<file path="config.mk">
export PLATFORM = sky130hd
export DESIGN_NAME = rv_core
export DESIGN_NICKNAME = d
export VERILOG_FILES = /design/src/hw/core_pkg.sv /design/src/hw/fetch_unit.sv /design/src/hw/decoder.sv /design/src/hw/reg_file.sv /design/src/hw/decode_stage.sv /design/src/hw/alu.sv /design/src/hw/execute_stage.sv /design/src/hw/rv_core.sv
export SDC_FILE = /design/constraint.sdc
export NUM_CORES = 2
export LEC_CHECK = 0
export BUFFER_PORTS_ARGS = -buffer_cell sky130_fd_sc_hd__buf_2
export CAP_MARGIN = 20
export CORE_ASPECT_RATIO = 1.1
export CORE_MARGIN = 5
export CORE_UTILIZATION = 32
export DETAILED_ROUTE_END_ITERATION = 8
export GPL_ROUTABILITY_DRIVEN = 0
export PLACE_DENSITY = 0.49
export RECOVER_POWER = 50
export SYNTH_ARGS = -nofsm -noshare
export SYNTH_HDL_FRONTEND = slang
export SYNTH_SLANG_ARGS = --single-unit
</file>
<file path="constraint.sdc">
create_clock -name clk -period 5.9 [get_ports clk]
set_input_delay 0.295 -clock clk [delete_from_list [all_inputs] [get_ports clk]]
set_output_delay 0.295 -clock clk [all_outputs]
set_load 0.1 [all_outputs]
</file>
<file path="src/hw/core_pkg.sv">
package core_pkg;

    // --------------------
    // widths and constants
    // --------------------
    localparam int xlen = 32;
    localparam int reg_addr_w = 5;

    typedef logic [xlen-1:0] word_t;
    typedef logic [reg_addr_w-1:0] reg_addr_t;

    localparam word_t reset_vector = 32'h0000_0000;

    // --------------------
    // encodings
    // --------------------
    // major opcodes kept by this core, anything else is illegal
    typedef enum logic [6:0] {
        opc_op     = 7'b0110011,
        opc_op_imm = 7'b0010011,
        opc_lui    = 7'b0110111,
        opc_auipc  = 7'b0010111,
        opc_jal    = 7'b1101111,
        opc_jalr   = 7'b1100111,
        opc_branch = 7'b1100011
    } opcode_e;

    typedef enum logic [3:0] {
        alu_add,
        alu_sub,
        alu_sll,
        alu_slt,
        alu_sltu,
        alu_xor,
        alu_srl,
        alu_sra,
        alu_or,
        alu_and,
        // lui only
        alu_pass_b
    } alu_op_e;

    typedef enum logic {
        a_sel_rs1,
        a_sel_pc
    } a_sel_e;

    typedef enum logic {
        b_sel_rs2,
        b_sel_imm
    } b_sel_e;

    // --------------------
    // pipeline structs
    // --------------------
    typedef struct packed {
        alu_op_e   alu_op;
        a_sel_e    a_sel;
        b_sel_e    b_sel;
        word_t     imm;
        reg_addr_t rd;
        logic      rf_we;
        logic      is_branch;
        logic      is_jal;
        logic      is_jalr;
        // branch kind
        logic [2:0] funct3;
    } decoded_t;

    typedef struct packed {
        logic  valid;
        word_t pc;
        word_t inst;
    } fetch_t;

    typedef struct packed {
        logic      valid;
        word_t     pc;
        word_t     inst;
        decoded_t  ctrl;
        reg_addr_t rs1;
        reg_addr_t rs2;
        word_t     rs1_data;
        word_t     rs2_data;
    } dec_exe_t;

    typedef struct packed {
        logic  valid;
        word_t target;
    } redirect_t;

    typedef struct packed {
        logic      we;
        reg_addr_t rd;
        word_t     data;
    } reg_write_t;

    typedef struct packed {
        word_t     pc;
        word_t     inst;
        reg_addr_t rd;
        word_t     data;
        logic      we;
    } retire_t;

endpackage

</file>
<file path="src/hw/fetch_unit.sv">
module fetch_unit import core_pkg::*; (
    input  logic      clk,
    input  logic      rst,
    input  redirect_t redirect_i,
    input  word_t     inst_i,
    output word_t     pc_o,
    output fetch_t    fetch_o
);

    word_t  pc_q;
    word_t  pc_next;
    fetch_t fetch_d;
    fetch_t fetch_q;

    // --------------------
    // program counter
    // --------------------
    // redirect target wins over sequential fetch
    assign pc_next = redirect_i.valid ? redirect_i.target : pc_q + 32'd4;

    always_ff @(posedge clk) begin
        if (rst) begin
            pc_q <= reset_vector;
        end else begin
            pc_q <= pc_next;
        end
    end

    assign pc_o = pc_q;

    // --------------------
    // fetch/decode register
    // --------------------
    // the word fetched while execute redirects is on the wrong path
    assign fetch_d.valid = !redirect_i.valid;
    assign fetch_d.pc    = pc_q;
    assign fetch_d.inst  = inst_i;

    always_ff @(posedge clk) begin
        fetch_q <= fetch_d;
        if (rst) begin
            fetch_q.valid <= 1'b0;
        end
    end

    assign fetch_o = fetch_q;

endmodule

</file>
<file path="src/hw/decoder.sv">
module decoder import core_pkg::*; (
    input  word_t     inst_i,
    output decoded_t  decoded_o,
    output reg_addr_t rs1_o,
    output reg_addr_t rs2_o,
    output logic      illegal_o
);

    logic [2:0] f3;
    logic [6:0] f7;
    word_t      imm_i;
    word_t      imm_u;
    word_t      imm_b;
    word_t      imm_j;
    decoded_t   dec;
    logic       illegal;

    // shared by register and immediate ALU forms
    function automatic alu_op_e alu_op_sel(input logic [2:0] fn3, input logic alt);
        case (fn3)
            3'b000:  return alt ? alu_sub : alu_add;
            3'b001:  return alu_sll;
            3'b010:  return alu_slt;
            3'b011:  return alu_sltu;
            3'b100:  return alu_xor;
            3'b101:  return alt ? alu_sra : alu_srl;
            3'b110:  return alu_or;
            default: return alu_and;
        endcase
    endfunction

    assign f3 = inst_i[14:12];
    assign f7 = inst_i[31:25];

    // immediates
    assign imm_i = {{20{inst_i[31]}}, inst_i[31:20]};
    assign imm_u = {inst_i[31:12], 12'b0};
    assign imm_b = {{19{inst_i[31]}}, inst_i[31], inst_i[7], inst_i[30:25], inst_i[11:8], 1'b0};
    assign imm_j = {{11{inst_i[31]}}, inst_i[31], inst_i[19:12], inst_i[20], inst_i[30:21],
                    1'b0};

    always_comb begin
        dec.alu_op    = alu_add;
        dec.a_sel     = a_sel_rs1;
        dec.b_sel     = b_sel_imm;
        dec.imm       = '0;
        dec.rd        = inst_i[11:7];
        dec.rf_we     = 1'b0;
        dec.is_branch = 1'b0;
        dec.is_jal    = 1'b0;
        dec.is_jalr   = 1'b0;
        dec.funct3    = f3;
        illegal       = 1'b0;

        case (opcode_e'(inst_i[6:0]))
            opc_op: begin
                dec.alu_op = alu_op_sel(f3, f7[5]);
                dec.b_sel  = b_sel_rs2;
                dec.rf_we  = 1'b1;
                illegal = !((f7 == 7'h00) ||
                            ((f7 == 7'h20) && ((f3 == 3'b000) || (f3 == 3'b101))));
            end
            opc_op_imm: begin
                // bit 30 is immediate data except for the right shifts
                dec.alu_op = alu_op_sel(f3, (f3 == 3'b101) && inst_i[30]);
                dec.imm    = imm_i;
                dec.rf_we  = 1'b1;
                illegal = ((f3 == 3'b001) && (f7 != 7'h00)) ||
                          ((f3 == 3'b101) && (f7 != 7'h00) && (f7 != 7'h20));
            end
            opc_lui: begin
                dec.alu_op = alu_pass_b;
                dec.imm    = imm_u;
                dec.rf_we  = 1'b1;
            end
            opc_auipc: begin
                dec.a_sel = a_sel_pc;
                dec.imm   = imm_u;
                dec.rf_we = 1'b1;
            end
            // the ALU forms the target of every control transfer
            opc_jal: begin
                dec.a_sel  = a_sel_pc;
                dec.imm    = imm_j;
                dec.rf_we  = 1'b1;
                dec.is_jal = 1'b1;
            end
            opc_jalr: begin
                dec.imm     = imm_i;
                dec.rf_we   = 1'b1;
                dec.is_jalr = 1'b1;
                illegal     = (f3 != 3'b000);
            end
            opc_branch: begin
                dec.a_sel     = a_sel_pc;
                dec.imm       = imm_b;
                dec.is_branch = 1'b1;
                illegal       = (f3 == 3'b010) || (f3 == 3'b011);
            end
            default: begin
                illegal = 1'b1;
            end
        endcase

        // no architectural write for these
        if ((dec.rd == '0) || illegal || dec.is_branch) begin
            dec.rf_we = 1'b0;
        end
        if (illegal) begin
            dec.is_branch = 1'b0;
            dec.is_jalr   = 1'b0;
        end
    end

    assign decoded_o = dec;
    assign rs1_o     = inst_i[19:15];
    assign rs2_o     = inst_i[24:20];
    assign illegal_o = illegal;

endmodule

</file>
<file path="src/hw/reg_file.sv">
module reg_file import core_pkg::*; (
    input  logic       clk,
    input  reg_addr_t  rs1_addr_i,
    input  reg_addr_t  rs2_addr_i,
    output word_t      rs1_data_o,
    output word_t      rs2_data_o,
    input  reg_write_t wr_i
);

    word_t regs [32];

    // x0 reads zero, a same-cycle write is seen by the read
    function automatic word_t read_port(input reg_addr_t addr);
        if (addr == '0) begin
            return '0;
        end
        if (wr_i.we && (wr_i.rd == addr)) begin
            return wr_i.data;
        end
        return regs[addr];
    endfunction

    always_ff @(posedge clk) begin
        if (wr_i.we && (wr_i.rd != '0)) begin
            regs[wr_i.rd] <= wr_i.data;
        end
    end

    assign rs1_data_o = read_port(rs1_addr_i);
    assign rs2_data_o = read_port(rs2_addr_i);

endmodule

</file>
<file path="src/hw/decode_stage.sv">
module decode_stage import core_pkg::*; (
    input  logic       clk,
    input  logic       rst,
    input  fetch_t     fetch_i,
    input  redirect_t  redirect_i,
    input  reg_write_t wr_i,
    output dec_exe_t   dec_exe_o
);

    decoded_t  decoded;
    reg_addr_t rs1_raw;
    reg_addr_t rs2_raw;
    reg_addr_t rs1_idx;
    reg_addr_t rs2_idx;
    logic      illegal;
    word_t     rs1_data;
    word_t     rs2_data;
    dec_exe_t  dec_exe_d;
    dec_exe_t  dec_exe_q;

    decoder u_decoder (
        .inst_i    (fetch_i.inst),
        .decoded_o (decoded),
        .rs1_o     (rs1_raw),
        .rs2_o     (rs2_raw),
        .illegal_o (illegal)
    );

    // an illegal word has no source fields, keep it off the forward path
    assign rs1_idx = illegal ? '0 : rs1_raw;
    assign rs2_idx = illegal ? '0 : rs2_raw;

    reg_file u_reg_file (
        .clk        (clk),
        .rs1_addr_i (rs1_idx),
        .rs2_addr_i (rs2_idx),
        .rs1_data_o (rs1_data),
        .rs2_data_o (rs2_data),
        .wr_i       (wr_i)
    );

    // --------------------
    // decode/execute register
    // --------------------
    always_comb begin
        dec_exe_d.valid    = fetch_i.valid && !redirect_i.valid;
        dec_exe_d.pc       = fetch_i.pc;
        dec_exe_d.inst     = fetch_i.inst;
        dec_exe_d.ctrl     = decoded;
        dec_exe_d.rs1      = rs1_idx;
        dec_exe_d.rs2      = rs2_idx;
        dec_exe_d.rs1_data = rs1_data;
        dec_exe_d.rs2_data = rs2_data;
    end

    always_ff @(posedge clk) begin
        dec_exe_q <= dec_exe_d;
        if (rst) begin
            dec_exe_q.valid <= 1'b0;
        end
    end

    assign dec_exe_o = dec_exe_q;

endmodule

</file>
<file path="src/hw/alu.sv">
module alu import core_pkg::*; (
    input  alu_op_e op_i,
    input  word_t   a_i,
    input  word_t   b_i,
    output word_t   result_o
);

    logic [4:0] shamt;

    assign shamt = b_i[4:0];

    always_comb begin
        case (op_i)
            alu_add:    result_o = a_i + b_i;
            alu_sub:    result_o = a_i - b_i;
            alu_sll:    result_o = a_i << shamt;
            alu_slt:    result_o = {31'b0, $signed(a_i) < $signed(b_i)};
            alu_sltu:   result_o = {31'b0, a_i < b_i};
            alu_xor:    result_o = a_i ^ b_i;
            alu_srl:    result_o = a_i >> shamt;
            alu_sra:    result_o = $unsigned($signed(a_i) >>> shamt);
            alu_or:     result_o = a_i | b_i;
            alu_and:    result_o = a_i & b_i;
            alu_pass_b: result_o = b_i;
            default:    result_o = '0;
        endcase
    end

endmodule

</file>
<file path="src/hw/execute_stage.sv">
module execute_stage import core_pkg::*; (
    input  logic       clk,
    input  logic       rst,
    input  dec_exe_t   dec_exe_i,
    output redirect_t  redirect_o,
    output reg_write_t wr_o,
    output logic       retire_valid_o,
    output retire_t    retire_o
);

    decoded_t ctrl;
    logic     fwd_rs1;
    logic     fwd_rs2;
    word_t    rs1_val;
    word_t    rs2_val;
    word_t    alu_a;
    word_t    alu_b;
    word_t    alu_res;
    word_t    link;
    word_t    result;
    logic     cond;
    logic     taken;
    logic     wb_valid_q;
    retire_t  wb_d;
    retire_t  wb_q;

    assign ctrl = dec_exe_i.ctrl;

    // --------------------
    // forwarding from writeback
    // --------------------
    assign fwd_rs1 = wb_valid_q && wb_q.we && (wb_q.rd != '0) && (wb_q.rd == dec_exe_i.rs1);
    assign fwd_rs2 = wb_valid_q && wb_q.we && (wb_q.rd != '0) && (wb_q.rd == dec_exe_i.rs2);

    assign rs1_val = fwd_rs1 ? wb_q.data : dec_exe_i.rs1_data;
    assign rs2_val = fwd_rs2 ? wb_q.data : dec_exe_i.rs2_data;

    assign alu_a = (ctrl.a_sel == a_sel_pc) ? dec_exe_i.pc : rs1_val;
    assign alu_b = (ctrl.b_sel == b_sel_imm) ? ctrl.imm : rs2_val;

    alu u_alu (
        .op_i     (ctrl.alu_op),
        .a_i      (alu_a),
        .b_i      (alu_b),
        .result_o (alu_res)
    );

    // branch compare
    always_comb begin
        case (ctrl.funct3)
            3'b000:  cond = (rs1_val == rs2_val);
            3'b001:  cond = (rs1_val != rs2_val);
            3'b100:  cond = ($signed(rs1_val) < $signed(rs2_val));
            3'b101:  cond = ($signed(rs1_val) >= $signed(rs2_val));
            3'b110:  cond = (rs1_val < rs2_val);
            3'b111:  cond = (rs1_val >= rs2_val);
            default: cond = 1'b0;
        endcase
    end

    // --------------------
    // redirect
    // --------------------
    assign taken = dec_exe_i.valid &&
                   (ctrl.is_jal || ctrl.is_jalr || (ctrl.is_branch && cond));

    assign redirect_o.valid  = taken;
    assign redirect_o.target = ctrl.is_jalr ? {alu_res[31:1], 1'b0} : alu_res;

    // jumps write the link, the ALU is busy with the target
    assign link   = dec_exe_i.pc + 32'd4;
    assign result = (ctrl.is_jal || ctrl.is_jalr) ? link : alu_res;

    // --------------------
    // writeback register
    // --------------------
    always_comb begin
        wb_d.pc   = dec_exe_i.pc;
        wb_d.inst = dec_exe_i.inst;
        wb_d.rd   = ctrl.rd;
        // data reads zero when nothing is written
        wb_d.data = ctrl.rf_we ? result : '0;
        wb_d.we   = ctrl.rf_we;
    end

    always_ff @(posedge clk) begin
        if (rst) begin
            wb_valid_q <= 1'b0;
        end else begin
            wb_valid_q <= dec_exe_i.valid;
        end
    end

    always_ff @(posedge clk) begin
        wb_q <= wb_d;
    end

    assign wr_o.we   = wb_valid_q && wb_q.we;
    assign wr_o.rd   = wb_q.rd;
    assign wr_o.data = wb_q.data;

    assign retire_valid_o = wb_valid_q;
    assign retire_o       = wb_q;

endmodule

</file>
<file path="src/hw/rv_core.sv">
module rv_core import core_pkg::*; (
    input  logic    clk,
    input  logic    rst,
    output word_t   imem_addr_o,
    input  word_t   imem_data_i,
    output logic    retire_valid_o,
    output retire_t retire_o
);

    fetch_t     fetch;
    dec_exe_t   dec_exe;
    redirect_t  redirect;
    reg_write_t reg_wr;

    // --------------------
    // fetch
    // --------------------
    fetch_unit u_fetch (
        .clk        (clk),
        .rst        (rst),
        .redirect_i (redirect),
        .inst_i     (imem_data_i),
        .pc_o       (imem_addr_o),
        .fetch_o    (fetch)
    );

    // --------------------
    // decode
    // --------------------
    decode_stage u_decode (
        .clk        (clk),
        .rst        (rst),
        .fetch_i    (fetch),
        .redirect_i (redirect),
        .wr_i       (reg_wr),
        .dec_exe_o  (dec_exe)
    );

    // --------------------
    // execute and writeback
    // --------------------
    execute_stage u_execute (
        .clk            (clk),
        .rst            (rst),
        .dec_exe_i      (dec_exe),
        .redirect_o     (redirect),
        .wr_o           (reg_wr),
        .retire_valid_o (retire_valid_o),
        .retire_o       (retire_o)
    );

endmodule

</file>
==> results.md <==
* Clock Path Buffers at 3
* Worst endpoint required time at 6.63 ns
* I/O Pins at around 170
* Crit end category: register
* Layout Nets at 7030
* Pint at between 15000 and 20000 uW
* Crit path capture: u_execute.retire_o[22]$_SDFF_PN0_
* Avg Synthesized Cell Area at ~11 um^2
* Avg Vias per Cell at approximately 6.4
* Synth Warn # at 0
* # DRC at 7
* Post-synthesis sequential area ratio at 52.7%
* Clock share of power at 44.7%
* Post-synthesis cell area at slightly above 0.07 mm^2
* Critical path cell sequence: or3_1 -> o311a_4 -> nand2_2 -> buf_4 -> mux2i_1 -> a21oi_1 -> ha_1 -> inv_1 -> o21bai_1 -> a221oi_1 -> o211ai_1 -> and3_1 -> a41oi_1 -> o31ai_1 -> a221oi_1 -> o211ai_1 -> o211a_1
* FF+latch count, synth at 1400
* Routed wire per std cell at 35.2 um
* Largest net degree at the start of global routing at between 90 and 100
* Final Slew Violations at ~1.1k
* Worst-path clk slew at 0.06 ns
* CTS tree: yes
* Static leakage at ~0.029 uW
* Via count at 63.6k
* Psw at 5640 uW
* Initial antenna violation count at 27
* I/O Buffers at 168
* CP max-delay cell: a221oi_1
* Switch share at 25.4%
* Fill cell count at 22.1k
* First drt pass iteration count at 9
* Critical Path AT at about 6.6 ns
* Final hold viol count at 0
* Worst setup path start: u_execute.retire_o[47]$_DFF_P_
* Clk_lat worst skew at 0.84 ns
* H-tree depth at 4
* HP Class: in2reg
* Total CTS buffers at ~160
* Place WS at ~0.015 ns
* Sequential share of power at 47.8%
* Fin crit share at 99.5%
* Vias in the first global route at 60.4k
* Top cells by area, synth: edfxtp_1, dfxtp_1, mux2i_1
* Core Util, Final at 37.0%
* Synth Instances at around 6.7k
* Core ar. at 0.226 mm^2
* Final Setup Violations at 0
* Clk_skew at 0.0508 ns
* Slowest stage delay, CP at 0.58 ns
* Top FF cell, synth: edfxtp_1
* Setup CP Type: reg2reg
* Fmax at 170 MHz
* Initial core utilization at 32.1%
* Combinational fraction of design power at 7.5%
* Cell class contributing the biggest share of worst-path delay: compound AO/OA/AOI/OAI gates
* EDFF count, synth at roughly 1.0k
* Status: finished, violations left
* Worst Path Max Fanout at 8
* Share of cells above drive strength 1 at around 15%
* Die Ht at between 500 and 600 um
* Total global routing overflow at 0
* Die width at approximately 460 um
* Worst path bufs/invs at 2
* Commonest non-fill, non-tap cell in the layout: edfxtp_1
* First-pass GRT wire length at about 480 mm
* GRT Resource Usage Total at 28.4%
* Die area at 0.237 mm^2
* Violated checks: DRC, capacitance limit, slew limit
* Worst Max-Slew Pin Slew at 3.19 ns
* Worst slew margin at -113%
* P per Cell Area at about 270 mW/mm^2
* VDD IR-drop max at between 0.2 and 0.3 mV
* PnR worst setup slack at 0.0266 ns
* R2R Path Start: u_execute.retire_o[47]$_DFF_P_
* Worst reg2reg setup slack at 0.03 ns
* Cell taking the most area after synthesis: edfxtp_1
* FF-to-FF path depth at 17
* Cell count along the critical path at 17
* Area Growth Syn to Fin at 15.1%
* Initial DRC Count at 8834
* Worst Setup Start Kind: register
* Hpwl dp at 228 mm
* Root Driver: clkbuf_16
* Library cells used by synthesis at 110
* WL final at 351 mm
* Worst reg2reg path endpoint: u_execute.retire_o[22]$_SDFF_PN0_
* Max Cap Viol at 32
* DRT antenna net count at 0
* Ys async rst share at 0%
* Most frequent cells in the layout: edfxtp_1, nand2_1, a21oi_1, mux2i_1, dfxtp_1
* Clk sinks at 1400
* Min Tclk post-route at 5.87 ns
* FP Rows at around 180
* Post-synth top area share at 42.4%
==> logic make-up after synthesis <==
group | Yosys count | synth area share (%)
compound gates | 2092 | 20.0
simple gates | 1610 | 10.0
flops | 1400 | 52.7
buf+inv | 735 | 4.34
mux | 653 | 9.43
fa+ha+maj | 132 | 2.30
xor+xnor | 94 | 1.14
other cells | 1 | 0.00517
==> power by group through the flow <==
stage | Combinational [uW] | Sequential [uW] | Clock, uW
after floorplan | 891 | 10900 | 0
after global placement | 1580 | 10800 | 0
after detailed placement | 1580 | 10800 | 0
after CTS | 1610 | 10600 | 10100
after global routing | 1720 | 10600 | 10500
final | 1670 | 10600 | 9920
==> synthesized netlist by cell type (all sizes together) (58+ instances only) <==
library cell	count
ha	130
o22ai	327
a211oi	166
o211ai	80
mux2i	437
edfxtp	1024
a21oi	512
o31ai	79
mux2	214
xnor2	80
inv	153
nand4	62
nor2	299
a221oi	63
nor3	100
o221ai	150
nand2	784
a31oi	58
nand3	118
dfxtp	376
o21ai	207
clkbuf	375
buf	207
==> what timing repair did <==
item / in CTS / in global routing
endpoints found under the setup margin: 3 / 40
hold endpoints to repair: 42 / 0
pin swaps: 0 / 1
hold buffers: 33 / 0
setup buffers: 0 / 2
gates resized for setup: 2 / 13
==> per-layer routing <==
metal	track usage, %	share of wire (%)	vias up
met5	0	0.012	-
met4	17.0	7.4	6
met3	7.16	11	1192
met2	44.8	45	4596
met1	35.2	37	31600
li1	-	-	26200
==> sequential cells by signal (all words and copies together), names as in the netlist <==
register                  flops
u_decode.dec_exe_o          181
u_execute.retire_valid_o      1
u_fetch.fetch_o              65
u_fetch.pc_o                 32
u_execute.retire_o           97
u_decode.u_reg_file.regs   1024
==> worst min path at each step <==
stage	startpoint	to	slack, ns	cells after the start
after global routing	imem_data_i[21]	u_fetch.fetch_o[21]$_DFF_P_	0.07	2
after floorplan	u_decode.dec_exe_o[131]$_DFF_P_	u_execute.retire_o[45]$_DFF_P_	0.31	0
after detailed placement	u_fetch.fetch_o[35]$_DFF_P_	u_decode.dec_exe_o[159]$_DFF_P_	0.31	0
final	imem_data_i[21]	u_fetch.fetch_o[21]$_DFF_P_	0.1	2
after global placement	u_fetch.fetch_o[63]$_DFF_P_	u_decode.dec_exe_o[187]$_DFF_P_	0.31	0
after CTS	imem_data_i[21]	u_fetch.fetch_o[21]$_DFF_P_	0.04	2
==> through the flow <==
stage / TNS, ns / instances / hold WS, ns / instance area [um^2] / power, uW
2_1_floorplan: 0 / 6748 / 0.310 / 72700 / 11800
3_3_place_gp: 0 / 9626 / 0.310 / 78200 / 12400
3_5_place_dp: 0 / 9628 / 0.312 / 78200 / 12400
4_1_cts: 0 / 9954 / 0.0442 / 83700 / 22300
5_1_grt: -0.0165 / 9958 / 0.0726 / 83600 / 22800
6_report: 0 / 9970 / 0.0971 / 83600 / 22200
==> cell type report <==
| class | count | area, um^2 | share of cell area (%) |
|---|---|---|---|
| antenna | 12 | 30.0 | 0.0359 |
| clock buffer | 220 | 4420 | 5.29 |
| clock inverter | 73 | 736 | 0.880 |
| inverter | 153 | 604 | 0.723 |
| multi-input combinational | 4613 | 31900 | 38.1 |
| sequential | 1400 | 38300 | 45.8 |
| tap | 2960 | 3700 | 4.43 |
| timing repair buffer | 539 | 3920 | 4.69 |
(Power assumes the default switching activity.)
